==> src/rtl/fetch_pkg.sv <==
`default_nettype none

package fetch_pkg;

    localparam int xlen = 32;                          // data and address width
    localparam logic [xlen-1:0] reset_pc = 32'h0000_1000;

    // instruction queue geometry
    localparam int iq_depth = 4;
    localparam int iq_ptr_w = 2;

    localparam int order_w = 64;                       // retire order count

    // rv32i major opcodes, bits [6:0] of the instruction
    localparam logic [6:0] opc_lui    = 7'b0110111;
    localparam logic [6:0] opc_auipc  = 7'b0010111;
    localparam logic [6:0] opc_jal    = 7'b1101111;
    localparam logic [6:0] opc_jalr   = 7'b1100111;
    localparam logic [6:0] opc_branch = 7'b1100011;
    localparam logic [6:0] opc_load   = 7'b0000011;
    localparam logic [6:0] opc_store  = 7'b0100011;
    localparam logic [6:0] opc_imm    = 7'b0010011;
    localparam logic [6:0] opc_reg    = 7'b0110011;
    localparam logic [6:0] opc_system = 7'b1110011;

    // opcode class seen by the back end
    typedef enum logic [3:0] {
        op_lui     = 4'd0,
        op_auipc   = 4'd1,
        op_jal     = 4'd2,
        op_jalr    = 4'd3,
        op_branch  = 4'd4,
        op_load    = 4'd5,
        op_store   = 4'd6,
        op_imm     = 4'd7,
        op_reg     = 4'd8,
        op_system  = 4'd9,
        op_illegal = 4'd15
    } op_e;

endpackage

`default_nettype wire

==> src/rtl/decode_unit.sv <==
`timescale 1ns/100ps
`default_nettype none

// registered rv32i decode: opcode class, register fields, immediate, order
module decode_unit (
    input  logic                          clk,
    input  logic                          rst,
    input  logic                          stall,
    input  logic                          redirect,
    input  logic                          fetch_valid,
    input  logic [fetch_pkg::xlen-1:0]    fetch_instr,
    input  logic [fetch_pkg::xlen-1:0]    fetch_pc,
    output logic                          fetch_ready,
    output logic                          dec_valid,
    output logic [fetch_pkg::xlen-1:0]    dec_pc,
    output fetch_pkg::op_e                dec_op,
    output logic [4:0]                    dec_rd,
    output logic [4:0]                    dec_rs1,
    output logic [4:0]                    dec_rs2,
    output logic [fetch_pkg::xlen-1:0]    dec_imm,
    output logic [fetch_pkg::order_w-1:0] dec_order
);

    fetch_pkg::op_e                op;
    logic [fetch_pkg::xlen-1:0]    imm;
    logic                          leave;         // current output accepted by the back end
    logic [fetch_pkg::order_w-1:0] order_cnt;
    logic [fetch_pkg::order_w-1:0] order_next;

    assign fetch_ready = !stall || !dec_valid;
    assign leave       = dec_valid && !stall;
    assign order_next  = leave ? order_cnt + 1'b1 : order_cnt;

    always_comb begin
        case (fetch_instr[6:0])
            fetch_pkg::opc_lui:    op = fetch_pkg::op_lui;
            fetch_pkg::opc_auipc:  op = fetch_pkg::op_auipc;
            fetch_pkg::opc_jal:    op = fetch_pkg::op_jal;
            fetch_pkg::opc_jalr:   op = fetch_pkg::op_jalr;
            fetch_pkg::opc_branch: op = fetch_pkg::op_branch;
            fetch_pkg::opc_load:   op = fetch_pkg::op_load;
            fetch_pkg::opc_store:  op = fetch_pkg::op_store;
            fetch_pkg::opc_imm:    op = fetch_pkg::op_imm;
            fetch_pkg::opc_reg:    op = fetch_pkg::op_reg;
            fetch_pkg::opc_system: op = fetch_pkg::op_system;
            default:               op = fetch_pkg::op_illegal;
        endcase
    end

    // immediate by format, sign from bit 31
    always_comb begin
        case (op)
            fetch_pkg::op_lui, fetch_pkg::op_auipc:  // u-type
                imm = {fetch_instr[31:12], 12'h000};
            fetch_pkg::op_jal:                         // j-type
                imm = {{11{fetch_instr[31]}}, fetch_instr[31], fetch_instr[19:12],
                       fetch_instr[20], fetch_instr[30:21], 1'b0};
            fetch_pkg::op_branch:                      // b-type
                imm = {{19{fetch_instr[31]}}, fetch_instr[31], fetch_instr[7],
                       fetch_instr[30:25], fetch_instr[11:8], 1'b0};
            fetch_pkg::op_store:                       // s-type
                imm = {{20{fetch_instr[31]}}, fetch_instr[31:25], fetch_instr[11:7]};
            fetch_pkg::op_jalr, fetch_pkg::op_load,
            fetch_pkg::op_imm, fetch_pkg::op_system:   // i-type
                imm = {{20{fetch_instr[31]}}, fetch_instr[31:20]};
            default:
                imm = '0;                              // r-type and illegal
        endcase
    end

    // order keeps counting across redirects
    always_ff @(posedge clk) begin
        if (rst) begin
            order_cnt <= '0;
        end else begin
            order_cnt <= order_next;
        end
    end

    always_ff @(posedge clk) begin
        if (rst || redirect) begin
            dec_valid <= 1'b0;
        end else if (fetch_ready) begin
            dec_valid <= fetch_valid;
        end
    end

    always_ff @(posedge clk) begin
        if (fetch_ready && fetch_valid) begin
            dec_pc    <= fetch_pc;
            dec_op    <= op;
            dec_rd    <= fetch_instr[11:7];
            dec_rs1   <= fetch_instr[19:15];
            dec_rs2   <= fetch_instr[24:20];
            dec_imm   <= imm;
            dec_order <= order_next;               // count of everything already gone
        end
    end

endmodule

`default_nettype wire

==> src/rtl/fetch_stage.sv <==
`timescale 1ns/100ps
`default_nettype none

// memory request side and queue control of the fetch front end
module fetch_stage (
    input  logic                       clk,
    input  logic                       rst,
    input  logic [fetch_pkg::xlen-1:0] pc,
    output logic                       advance,
    // instruction memory
    output logic [fetch_pkg::xlen-1:0] imem_addr,
    output logic [3:0]                 imem_rmask,
    input  logic                       imem_resp,
    input  logic [fetch_pkg::xlen-1:0] imem_rdata,
    input  logic                       redirect,
    // instruction queue
    output logic                       iq_push,
    output logic                       iq_pop,
    output logic                       iq_flush,
    output logic [fetch_pkg::xlen-1:0] iq_wdata_instr,
    output logic [fetch_pkg::xlen-1:0] iq_wdata_pc,
    input  logic                       iq_full,
    input  logic                       iq_empty,
    input  logic [fetch_pkg::xlen-1:0] iq_rdata_instr,
    input  logic [fetch_pkg::xlen-1:0] iq_rdata_pc,
    // toward decode
    output logic                       fetch_valid,
    output logic [fetch_pkg::xlen-1:0] fetch_instr,
    output logic [fetch_pkg::xlen-1:0] fetch_pc,
    input  logic                       fetch_ready
);

    logic                       fetch_en;         // low in reset and the cycle after it
    logic                       redirect_pending; // outstanding request belongs to old path
    logic [fetch_pkg::xlen-1:0] held_addr;        // address of that stale request
    logic                       req_active;
    logic                       resp_keep;

    // the queue cannot fill during a request, it only grows on a response
    assign req_active = fetch_en && !iq_full;
    assign imem_rmask = req_active ? 4'hf : 4'h0;

    // pc already points at the redirect target, keep the old address on the bus
    assign imem_addr = redirect_pending ? held_addr : pc;

    // drop responses to anything issued before a redirect
    assign resp_keep = imem_resp && !redirect && !redirect_pending;
    assign advance   = resp_keep;

    assign iq_push        = resp_keep;
    assign iq_wdata_instr = imem_rdata;
    assign iq_wdata_pc    = imem_addr;
    assign iq_flush       = redirect;

    // the head moves to decode when there is room; on a redirect it is discarded by the flush
    assign iq_pop      = !iq_empty && fetch_ready && !redirect;
    assign fetch_valid = iq_pop;
    assign fetch_instr = iq_rdata_instr;
    assign fetch_pc    = iq_rdata_pc;

    always_ff @(posedge clk) begin
        if (rst) begin
            fetch_en         <= 1'b0;
            redirect_pending <= 1'b0;
        end else begin
            fetch_en <= 1'b1;
            if (redirect_pending && imem_resp) begin
                redirect_pending <= 1'b0;          // stale response consumed
            end else if (redirect && req_active && !imem_resp) begin
                redirect_pending <= 1'b1;
            end
        end
    end

    // capture the in-flight address once, a second redirect keeps the first one
    always_ff @(posedge clk) begin
        if (redirect && !redirect_pending) begin
            held_addr <= pc;
        end
    end

endmodule

`default_nettype wire

==> src/rtl/fetch_top.sv <==
`timescale 1ns/100ps
`default_nettype none

module fetch_top (
    input  logic                          clk,
    input  logic                          rst,
    output logic [fetch_pkg::xlen-1:0]    imem_addr,
    output logic [3:0]                    imem_rmask,
    input  logic                          imem_resp,
    input  logic [fetch_pkg::xlen-1:0]    imem_rdata,
    input  logic                          redirect,
    input  logic [fetch_pkg::xlen-1:0]    redirect_pc,
    input  logic                          stall,
    output logic                          dec_valid,
    output logic [fetch_pkg::xlen-1:0]    dec_pc,
    output fetch_pkg::op_e                dec_op,
    output logic [4:0]                    dec_rd,
    output logic [4:0]                    dec_rs1,
    output logic [4:0]                    dec_rs2,
    output logic [fetch_pkg::xlen-1:0]    dec_imm,
    output logic [fetch_pkg::order_w-1:0] dec_order
);

    logic [fetch_pkg::xlen-1:0] pc;
    logic                       advance;
    logic                       iq_push;
    logic                       iq_pop;
    logic                       iq_flush;
    logic                       iq_full;
    logic                       iq_empty;
    logic [fetch_pkg::xlen-1:0] iq_wdata_instr;
    logic [fetch_pkg::xlen-1:0] iq_wdata_pc;
    logic [fetch_pkg::xlen-1:0] iq_rdata_instr;
    logic [fetch_pkg::xlen-1:0] iq_rdata_pc;
    logic                       fetch_valid;
    logic                       fetch_ready;
    logic [fetch_pkg::xlen-1:0] fetch_instr;
    logic [fetch_pkg::xlen-1:0] fetch_pc;

    pc_gen pc_gen_i (
        .clk         (clk),
        .rst         (rst),
        .advance     (advance),
        .redirect    (redirect),
        .redirect_pc (redirect_pc),
        .pc          (pc)
    );

    fetch_stage fetch_stage_i (
        .clk            (clk),
        .rst            (rst),
        .pc             (pc),
        .advance        (advance),
        .imem_addr      (imem_addr),
        .imem_rmask     (imem_rmask),
        .imem_resp      (imem_resp),
        .imem_rdata     (imem_rdata),
        .redirect       (redirect),
        .iq_push        (iq_push),
        .iq_pop         (iq_pop),
        .iq_flush       (iq_flush),
        .iq_wdata_instr (iq_wdata_instr),
        .iq_wdata_pc    (iq_wdata_pc),
        .iq_full        (iq_full),
        .iq_empty       (iq_empty),
        .iq_rdata_instr (iq_rdata_instr),
        .iq_rdata_pc    (iq_rdata_pc),
        .fetch_valid    (fetch_valid),
        .fetch_instr    (fetch_instr),
        .fetch_pc       (fetch_pc),
        .fetch_ready    (fetch_ready)
    );

    instr_queue #(
        .depth (fetch_pkg::iq_depth)
    ) instr_queue_i (
        .clk         (clk),
        .rst         (rst),
        .push        (iq_push),
        .pop         (iq_pop),
        .flush       (iq_flush),
        .wdata_instr (iq_wdata_instr),
        .wdata_pc    (iq_wdata_pc),
        .rdata_instr (iq_rdata_instr),
        .rdata_pc    (iq_rdata_pc),
        .full        (iq_full),
        .empty       (iq_empty)
    );

    decode_unit decode_unit_i (
        .clk         (clk),
        .rst         (rst),
        .stall       (stall),
        .redirect    (redirect),
        .fetch_valid (fetch_valid),
        .fetch_instr (fetch_instr),
        .fetch_pc    (fetch_pc),
        .fetch_ready (fetch_ready),
        .dec_valid   (dec_valid),
        .dec_pc      (dec_pc),
        .dec_op      (dec_op),
        .dec_rd      (dec_rd),
        .dec_rs1     (dec_rs1),
        .dec_rs2     (dec_rs2),
        .dec_imm     (dec_imm),
        .dec_order   (dec_order)
    );

endmodule

`default_nettype wire

==> src/rtl/instr_queue.sv <==
`timescale 1ns/100ps
`default_nettype none

// circular fifo of (instruction, pc) pairs between fetch and decode
module instr_queue #(
    parameter int depth = fetch_pkg::iq_depth
) (
    input  logic                       clk,
    input  logic                       rst,
    input  logic                       push,
    input  logic                       pop,
    input  logic                       flush,
    input  logic [fetch_pkg::xlen-1:0] wdata_instr,
    input  logic [fetch_pkg::xlen-1:0] wdata_pc,
    output logic [fetch_pkg::xlen-1:0] rdata_instr,
    output logic [fetch_pkg::xlen-1:0] rdata_pc,
    output logic                       full,
    output logic                       empty
);

    logic [fetch_pkg::xlen-1:0] mem_instr [depth];
    logic [fetch_pkg::xlen-1:0] mem_pc    [depth];

    logic [fetch_pkg::iq_ptr_w-1:0] wr_ptr;
    logic [fetch_pkg::iq_ptr_w-1:0] rd_ptr;
    logic [fetch_pkg::iq_ptr_w:0]   count;          // one extra bit to tell full from empty

    logic do_push;
    logic do_pop;

    function automatic logic [fetch_pkg::iq_ptr_w-1:0] ptr_inc(
        input logic [fetch_pkg::iq_ptr_w-1:0] ptr
    );
        if (ptr == fetch_pkg::iq_ptr_w'(depth - 1)) begin
            return '0;
        end
        return ptr + 1'b1;
    endfunction

    assign full  = (count == (fetch_pkg::iq_ptr_w + 1)'(depth));
    assign empty = (count == '0);

    assign do_push = push && !full;                 // push into a full queue is dropped
    assign do_pop  = pop && !empty;

    // read side is a plain mux on the read pointer
    assign rdata_instr = mem_instr[rd_ptr];
    assign rdata_pc    = mem_pc[rd_ptr];

    always_ff @(posedge clk) begin
        if (rst || flush) begin
            wr_ptr <= '0;
            rd_ptr <= '0;
            count  <= '0;
        end else begin
            if (do_push) begin
                wr_ptr <= ptr_inc(wr_ptr);
            end
            if (do_pop) begin
                rd_ptr <= ptr_inc(rd_ptr);
            end
            case ({do_push, do_pop})
                2'b10:   count <= count + 1'b1;
                2'b01:   count <= count - 1'b1;
                default: count <= count;           // both or neither
            endcase
        end
    end

    always_ff @(posedge clk) begin
        if (do_push) begin
            mem_instr[wr_ptr] <= wdata_instr;
            mem_pc[wr_ptr]    <= wdata_pc;
        end
    end

endmodule

`default_nettype wire

==> src/rtl/pc_gen.sv <==
`timescale 1ns/100ps
`default_nettype none

// fetch address generator, sequential only (no prediction)
module pc_gen (
    input  logic                       clk,
    input  logic                       rst,
    input  logic                       advance,      // response accepted and kept
    input  logic                       redirect,
    input  logic [fetch_pkg::xlen-1:0] redirect_pc,
    output logic [fetch_pkg::xlen-1:0] pc
);

    logic [fetch_pkg::xlen-1:0] pc_next;

    always_comb begin
        pc_next = pc;
        if (redirect) begin
            pc_next = redirect_pc;                     // redirect wins over advance
        end else if (advance) begin
            pc_next = pc + 32'd4;
        end
    end

    always_ff @(posedge clk) begin
        if (rst) begin
            pc <= fetch_pkg::reset_pc;
        end else begin
            pc <= pc_next;
        end
    end

endmodule

`default_nettype wire

==> config.mk <==
export PLATFORM = sky130hd
export DESIGN_NAME = fetch_top
export DESIGN_NICKNAME = d
export VERILOG_FILES = /design/src/rtl/fetch_pkg.sv /design/src/rtl/decode_unit.sv /design/src/rtl/fetch_stage.sv /design/src/rtl/fetch_top.sv /design/src/rtl/instr_queue.sv /design/src/rtl/pc_gen.sv
export SDC_FILE = /design/constraint.sdc
export NUM_CORES = 1
export LEC_CHECK = 0
export ABC_AREA = 1
export BUFFER_PORTS_ARGS = -buffer_cell sky130_fd_sc_hd__buf_2
export CORE_MARGIN = 10
export CORE_UTILIZATION = 53
export CTS_CLUSTER_SIZE = 25
export DETAILED_ROUTE_END_ITERATION = 8
export GPL_ROUTABILITY_DRIVEN = 1
export PLACE_DENSITY = 0.74
export SYNTH_ARGS = -nofsm -noshare
export SYNTH_HDL_FRONTEND = slang
export SYNTH_SLANG_ARGS = --single-unit
==> constraint.sdc <==
create_clock -name clk -period 13.7 [get_ports clk]
set_input_delay 2.055 -clock clk [delete_from_list [all_inputs] [get_ports clk]]
set_output_delay 2.055 -clock clk [all_outputs]
set_load 0.02 [all_outputs]
==> results of run 1 <==
power groups by stage:
stage	Combinational [mW]	Clock [mW]	Sequential, mW
finish	0.172	1.45	1.85
global route	0.188	1.52	1.85
CTS	0.173	1.47	1.84
detailed placement	0.172	0	1.88
global placement	0.168	0	1.88
floorplan	0.0924	0	1.89
cell families after synthesis:
family,synth area share [%]
DFF,67.49
xor gates and xnor gates,1.670
buffers and inverters,4.066
AOI/OAI and AO/OA,7.715
adders and majority gates,0.5325
and+or+nand+nor,18.53
cell usage in the layout, fill, tap and decap left out, types with 11 or more instances in the layout:
master	instances
sky130_fd_sc_hd__o21ai_0	168
sky130_fd_sc_hd__edfxtp_1	435
sky130_fd_sc_hd__clkbuf_16	53
sky130_fd_sc_hd__nor3_1	26
sky130_fd_sc_hd__xnor2_1	11
sky130_fd_sc_hd__clkbuf_1	14
sky130_fd_sc_hd__nand4_1	21
sky130_fd_sc_hd__dfxtp_1	105
sky130_fd_sc_hd__o22ai_1	50
sky130_fd_sc_hd__nand2_2	12
sky130_fd_sc_hd__nand2_1	521
sky130_fd_sc_hd__buf_2	252
sky130_fd_sc_hd__nor2_1	292
sky130_fd_sc_hd__inv_1	142
sky130_fd_sc_hd__nand3_1	84
sky130_fd_sc_hd__xor2_1	32
sky130_fd_sc_hd__clkinv_1	12
sky130_fd_sc_hd__buf_4	15
sky130_fd_sc_hd__a21oi_1	83
worst max-delay path by stage:
stage                                         startpoint                         end  cells past startpoint
final                     fetch_stage_i.redirect_pending               imem_addr[28]                      3
after global routing      fetch_stage_i.redirect_pending               imem_addr[28]                      3
after detailed placement                        redirect  decode_unit_i.dec_order[7]                      4
after floorplan                                 redirect    decode_unit_i.dec_imm[0]                      3
after global placement                          redirect  decode_unit_i.dec_order[6]                      4
after CTS                 fetch_stage_i.redirect_pending               imem_addr[28]                      3
cell type report:
| class | instances | area [um^2] |
|---|---|---|
| inverters | 149 | 566.8 |
| repair buffers | 267 | 1374 |
| clock inverters | 27 | 280.3 |
| fillers | 3389 | 16020 |
| flip-flops and latches | 543 | 15230 |
| well taps | 539 | 674.4 |
| multi-input cells | 1378 | 6459 |
| clock buffers | 71 | 1434 |
stage by stage:
step                      hold slack [ns]  total power [mW]  utilization (%)  cell area (um^2)  setup slack (ns)
after floorplan                    0.4029             1.981                -             22560            0.4466
after detailed placement           0.4214             2.051            57.81             24300             9.066
final                              0.4370             3.463            61.88             26020             9.214
after global routing               0.4502             3.561            61.88             26020             9.067
after global placement             0.4105             2.046            57.81             24300             9.152
after CTS                          0.4338             3.486            61.88             26020             9.240
state kept, by name, summed over array words and instances (netlist names), 3 cells and up, named ones only:
| signal | flops |
|---|---|
| fetch_stage_i.held_addr | 32 |
| decode_unit_i.dec_rs2 | 5 |
| decode_unit_i.order_cnt | 64 |
| pc_gen_i.pc | 32 |
| instr_queue_i.count | 3 |
| decode_unit_i.dec_order | 64 |
| instr_queue_i.mem_instr | 128 |
| instr_queue_i.mem_pc | 128 |
| decode_unit_i.dec_pc | 32 |
| decode_unit_i.dec_rd | 5 |
| decode_unit_i.dec_op | 4 |
| decode_unit_i.dec_imm | 32 |
| decode_unit_i.dec_rs1 | 5 |
per-layer routing:
| metal | track usage (%) | vias to the layer above | wire, um |
|---|---|---|---|
| met4 | 5.648 | 0 | 1102 |
| met2 | 35.01 | 632 | 26750 |
| li1 | - | 7831 | - |
| met3 | 3.979 | 83 | 4497 |
| met5 | 0 | - | 0 |
| met1 | 30.42 | 7902 | 24820 |
critical path, delay by kind of cell (launching register included):
kind	cells	cell delay, ns
AOI/OAI and AO/OA	1	0.91
buffers and inverters	2	0.59
DFF	1	0.31
==> run_results.csv, run 1 <==
group,metric,value,unit
setup_path,crit-reg2reg-capture,"instr_queue_i.count[2]",
routing,detailedRoute.firstPassIterationCount,5,
floorplan,die_width,226.3,um
routing,final_antenna_net_count,0,
final_layout,diodes,0,
place,placement.io_buffers,252,
sta,final_setup_violations,0,
setup_path,worstSetupEndpointType,"output pin",
cts,later_pin_clock_latency_in_the_skew_report,0.59,ns
routing,routed_via_density,5.531,
setup_path,worstPathRequired,11.64,ns
power_and_ir_drop,leakagePower,9.792,nW
cts,tritoncts,"done",
yosys,synthesis.yosys.warnings,0,
cts,clock_path_buffers,3,
yosys,ffs_w_async_s_r_synth,0,%
global_routing,grt_start_max_net_pins,74,
worst_hold_path,worst_hold_path.endpoint,"fetch_stage_i.held_addr[31]",
sta,timing.fmax,222.9,MHz
yosys,synth_cell_types,48,
sta,min_period_over_period,32.74,%
yosys,synth_sequential_area_ratio,67.49,%
routing,drt_first_iter_violations,1658,
power_and_ir_drop,netSwitchingPower,0.7500,mW
place,dpl.hpwl,38840,um
setup_path,crit_path_start_kind,"flip-flop",
power_and_ir_drop,power.internal,2.713,mW
final_layout,synthToLayoutAreaGrowth,15.33,%
cts,cts_inserted_buffers,52,
yosys,yosysTopAreaCellShare,57.91,%
final_layout,finish.cell_count_without_fillers,2974,
final_layout,post_route_cells_drive_above_1_share,16.34,%
yosys,ys_top_cells_by_area,"sky130_fd_sc_hd__edfxtp_1, sky130_fd_sc_hd__dfxtp_1, sky130_fd_sc_hd__nand2_1, sky130_fd_sc_hd__nor2_1, sky130_fd_sc_hd__o21ai_0",
sta,period_needed,4.486,ns
floorplan,top_level_i_o_count,253,
floorplan,die_height,226.3,um
yosys,yosysMostFrequentCell,"sky130_fd_sc_hd__nand2_1",
routing,drc,0,
flow_run,max_cap_viol_count,0,
setup_path,rr_worst_depth,13,
sta,grt_setup_unrepaired,"false",
worst_hold_path,hold_crit_path_type,"reg -> reg",
sta,max_slew_margin,18.33,%
power_and_ir_drop,power.share.sequential,53.3,%
global_routing,first_global_vias,15860,
sta,totalNegativeSetupSlack,0,ns
outcome,status,"complete, no violations",
global_routing,grt_usage,21.91,%
cts,cell_at_the_root_of_the_clock_tree,"sky130_fd_sc_hd__clkbuf_16",
setup_path,timing.critical_path.slowest_cell_delay,0.91,ns
setup_path,worstSetupPathType,"reg -> out",
routing,wl,57160,um
yosys,ys_top_cells_by_count,"sky130_fd_sc_hd__nand2_1, sky130_fd_sc_hd__edfxtp_1, sky130_fd_sc_hd__nor2_1",
floorplan,core_area,42040,um^2
sta,finClkSkew,0.02284,ns
final_layout,design.final.nets,2469,
cts,post_cts_hold_buffers,0,
power_and_ir_drop,cellPowerDensity,133.1,nW/um^2
cts,ctsHtreeMaxLevel,2,
floorplan,core.rowCount,75,
power_and_ir_drop,irDropWorstVdd,0.09335,mV
routing,drt-wirelength-per-cell,19.22,um
setup_path,cp_cell_sequence,"buf_4, o21ai_0, buf_2",
global_routing,global_route.overflow_total,0,
setup_path,crit_arrival,2.43,ns
setup_path,worst_r2r_startpoint,"fetch_stage_i.redirect_pending",
cts,cts_resized,0,
power_and_ir_drop,power.combinational.fraction,5.0,%
sta,hold_viol_final,0,
worst_hold_path,whs_path_depth,0,
yosys,synth.net_count,2222,
floorplan,floorplan.initialDensity,53.66,%
place,routabilityCongestion,0.9247,
yosys,synth_area,22560,um^2
yosys,synth.avg_cell_area,10.52,um^2
sta,slew_violations,0,
power_and_ir_drop,power.clock.fraction,41.8,%
power_and_ir_drop,switching_share,21.66,%
global_routing,grt_first_pass_wirelength,88460,um
place,post-place-cells,2876,
cts,clkSlewWorstSetupHoldPaths,0.07,ns
routing,num_vias,16450,
yosys,ys.flop_type,"sky130_fd_sc_hd__edfxtp_1",
cts,cts_setup_buffers,0,
setup_path,timing.critical_path.fanout_max,58,
setup_path,crit_slowest_cell,"sky130_fd_sc_hd__o21ai_0",
setup_path,timing.reg2reg.setup_slack,10.58,ns
yosys,postSynthCellCount,2144,
sta,tightest_slew,1.225,ns
yosys,postSynthRegisterBits,543,
floorplan,floorplan.die_area,51210,um^2
cts,cts_sinks,543,
global_routing,antenna_violations_before_repair,1,
yosys,netlist.top_cell.by_area,"sky130_fd_sc_hd__edfxtp_1",
yosys,number_of_flops_mapped_to_enable_cells_by_yosys,435,
worst_hold_path,timing.hold.worst.start,"pc_gen_i.pc[31]",
(Power assumes the default switching activity.)
==> inputs of run 2 (changes only) <==
Settings changed: ABC_AREA 1 to 0, PLACE_DENSITY 0.74 to 0.72.
Clock period 13.7 ns to 4.2 ns, I/O delays scaled along.
==> run_results.csv, run 2 <==
group,metric,value,unit
routing,num_vias,12300,
place,placement.io_buffers,252,
cts,cts_setup_buffers,0,
setup_path,cp.depth,2,
yosys,yosysMostFrequentCell,"sky130_fd_sc_hd__edfxtp_1",
setup_path,timing.critical_path.slowest_cell_delay,0.93,ns
routing,drc,0,
yosys,number_of_flops_mapped_to_enable_cells_by_yosys,435,
setup_path,crit_arrival,2.34,ns
final_layout,reg_top3,"instr_queue_i.mem_instr: 128 flops, instr_queue_i.mem_pc: 128 flops",
setup_path,worstSetupEndpointType,"output pin",
final_layout,final_cell_utilization_of_the_core,62.76,%
yosys,synth.avg_cell_area,15.89,um^2
power_and_ir_drop,cellPowerDensity,452.4,nW/um^2
sta,timing.fmax,336.3,MHz
final_layout,synthToLayoutAreaGrowth,17.32,%
power_and_ir_drop,irDropWorstVdd,0.2929,mV
final_layout,design.final.nets,1677,
setup_path,worst_r2r_startpoint,"fetch_stage_i.redirect_pending",
global_routing,antenna_violations_before_repair,1,
sta,final_setup_violations,0,
cts,cts_inserted_buffers,53,
yosys,postSynthCellCount,1335,
cts,ctsHtreeMaxLevel,2,
cts,post_cts_hold_buffers,0,
outcome,status,"complete, no violations",
global_routing,grt_first_pass_wirelength,73040,um
setup_path,worstPathRequired,3.57,ns
floorplan,die_width,220.0,um
yosys,ys.flop_type,"sky130_fd_sc_hd__edfxtp_1",
yosys,synth.net_count,1413,
routing,drt_first_iter_violations,1108,
yosys,netlist.top_cell.by_area,"sky130_fd_sc_hd__edfxtp_1",
sta,period_needed,2.973,ns
sta,slew_violations,0,
final_layout,post_route_cells_drive_above_1_share,28.48,%
yosys,synthesis.yosys.warnings,0,
yosys,ys_top_cells_by_area,"sky130_fd_sc_hd__edfxtp_1, sky130_fd_sc_hd__dfxtp_1, sky130_fd_sc_hd__mux4_2, sky130_fd_sc_hd__xnor2_1, sky130_fd_sc_hd__mux2_2",
floorplan,floorplan.initialDensity,53.50,%
yosys,ys_top_cells_by_count,"sky130_fd_sc_hd__edfxtp_1, sky130_fd_sc_hd__dfxtp_1, sky130_fd_sc_hd__nand2_1",
setup_path,critPathBufInv,1,
sta,finClkSkew,0.02269,ns
sta,max_slew_margin,33.45,%
setup_path,crit_path_start_kind,"flip-flop",
floorplan,core.rowCount,73,
cts,tritoncts,"done",
cts,cts_sinks,543,
routing,drt-wirelength-per-cell,21.98,um
floorplan,core_area,39640,um^2
power_and_ir_drop,leakagePower,8.855,nW
setup_path,timing.reg2reg.setup_slack,1.26,ns
setup_path,crit-reg2reg-capture,"instr_queue_i.count[2]",
setup_path,rr_worst_depth,9,
yosys,ffs_w_async_s_r_synth,0,%
floorplan,floorplan.die_area,48420,um^2
floorplan,top_level_i_o_count,253,
place,dpl.hpwl,32650,um
sta,hold_viol_final,0,
worst_hold_path,worst_hold_path.endpoint,"instr_queue_i.mem_instr[0][8]",
cts,cts_resized,0,
routing,wl,47670,um
cts,clock_path_buffers,3,
worst_hold_path,whs_path_depth,1,
yosys,synth_cell_types,61,
cts,clkSlewWorstSetupHoldPaths,0.06,ns
cts,later_pin_clock_latency_in_the_skew_report,0.60,ns
setup_path,timing.critical_path.fanout_max,40,
place,routabilityCongestion,0.8387,
setup_path,worstSetupPathType,"reg -> out",
global_routing,grt_start_max_net_pins,90,
yosys,postSynthRegisterBits,543,
final_layout,commonest_non_fill_non_tap_cell_in_the_layout,"sky130_fd_sc_hd__edfxtp_1",
global_routing,first_global_vias,12300,
flow_run,max_cap_viol_count,0,
global_routing,grt_usage,19.63,%
routing,final_antenna_net_count,0,
routing,routed_via_density,5.672,
sta,tightest_slew,0.9891,ns
setup_path,cp_top_family,"flip-flops",
global_routing,global_route.overflow_total,0,
worst_hold_path,hold_crit_path_type,"in -> reg",
routing,detailedRoute.firstPassIterationCount,6,
worst_hold_path,timing.hold.worst.start,"imem_rdata[8]",
sta,min_period_over_period,70.79,%
sta,grt_setup_unrepaired,"false",
sta,holdWs,0.2516,ns
yosys,yosysTopAreaCellShare,61.59,%
sta,totalNegativeSetupSlack,0,ns
yosys,synth_sequential_area_ratio,71.79,%
final_layout,most-common-layout-cells,"sky130_fd_sc_hd__edfxtp_1, sky130_fd_sc_hd__buf_2, sky130_fd_sc_hd__dfxtp_1",
yosys,synth_area,21210,um^2
cts,cell_at_the_root_of_the_clock_tree,"sky130_fd_sc_hd__clkbuf_16",
floorplan,die_height,220.0,um
setup_path,cp_cell_sequence,"o21ai_0, buf_2",
setup_path,crit_slowest_cell,"sky130_fd_sc_hd__dfxtp_2",
[run 2: cell count changes after synthesis, moves of 46 or more]
cell,change
sky130_fd_sc_hd__and2_1,+46
sky130_fd_sc_hd__inv_1,-126
sky130_fd_sc_hd__mux4_2,+63
sky130_fd_sc_hd__nand2_1,-431
sky130_fd_sc_hd__nor2_1,-244
sky130_fd_sc_hd__o21ai_0,-144
sky130_fd_sc_hd__o22ai_1,-50
[run 2: cell families after synthesis]
family	Yosys count	share of synthesized area [%]
flip-flops	543	71.79
AND/OR/NAND/NOR	398	10.47
adder cells (fa/ha/maj)	9	0.5664
buffers and inverters	77	1.493
AO/OA/AOI/OAI	139	4.165
XOR/XNOR	63	2.602
multiplexers	106	8.920
[run 2: report_power, final]
group,switching [mW],internal (mW)
clock,1.95,2.80
sequential,0.0610,5.93
combinational,0.335,0.176
total,2.35,8.91
[run 2: how the worst max path moves through the flow]
stage / slack (ns) / to / from
6_report: 1.23 / imem_addr[17] / fetch_stage_i.redirect_pending
5_1_grt: 1.0 / instr_queue_i.count[2] / fetch_stage_i.redirect_pending
4_1_cts: 1.19 / imem_addr[17] / fetch_stage_i.redirect_pending
3_5_place_dp: 0.96 / instr_queue_i.count[2] / redirect
3_3_place_gp: 1.04 / instr_queue_i.mem_instr[2][18] / redirect
2_1_floorplan: -1.04 / decode_unit_i.dec_imm[0] / redirect
[run 2: cell type report]
class | count | area, um^2
Fill cell | 2905 | 14760
Tap cell | 525 | 656.9
Multi-Input combinational cell | 715 | 5695
Sequential cell | 543 | 15230
Clock buffer | 68 | 1443
Clock inverter | 31 | 329.1
Timing Repair Buffer | 268 | 1456
Inverter | 18 | 67.56
Antenna cell | 1 | 2.502
[run 2: routing by layer]
layer / track usage [%] / routed length (um)
met3: 5.046 / 3756
met1: 26.87 / 20390
met5: 0 / 0
met4: 5.181 / 993
met2: 30.83 / 22540
[run 2: metrics by stage]
stage	total power [mW]	worst slack (ns)	area, um^2	cells
2_1_floorplan	6.408	-1.035	21260	1335
3_3_place_gp	6.611	1.035	23110	2069
3_5_place_dp	6.625	0.9620	23110	2069
4_1_cts	11.34	1.187	24880	2168
5_1_grt	11.60	0.9991	24880	2168
6_report	11.26	1.227	24880	2169
[run 2: worst register-to-register path: stages, from the launching register on]
cell                       delay [ns]
sky130_fd_sc_hd__dfxtp_2         0.60
sky130_fd_sc_hd__nor3b_1         0.46
sky130_fd_sc_hd__a21boi_1        0.61
sky130_fd_sc_hd__inv_1           0.15
sky130_fd_sc_hd__ha_1            0.25
sky130_fd_sc_hd__inv_1           0.08
sky130_fd_sc_hd__fa_1            0.18
sky130_fd_sc_hd__xor2_1          0.08
sky130_fd_sc_hd__or3_1           0.32
sky130_fd_sc_hd__a21oi_1         0.15
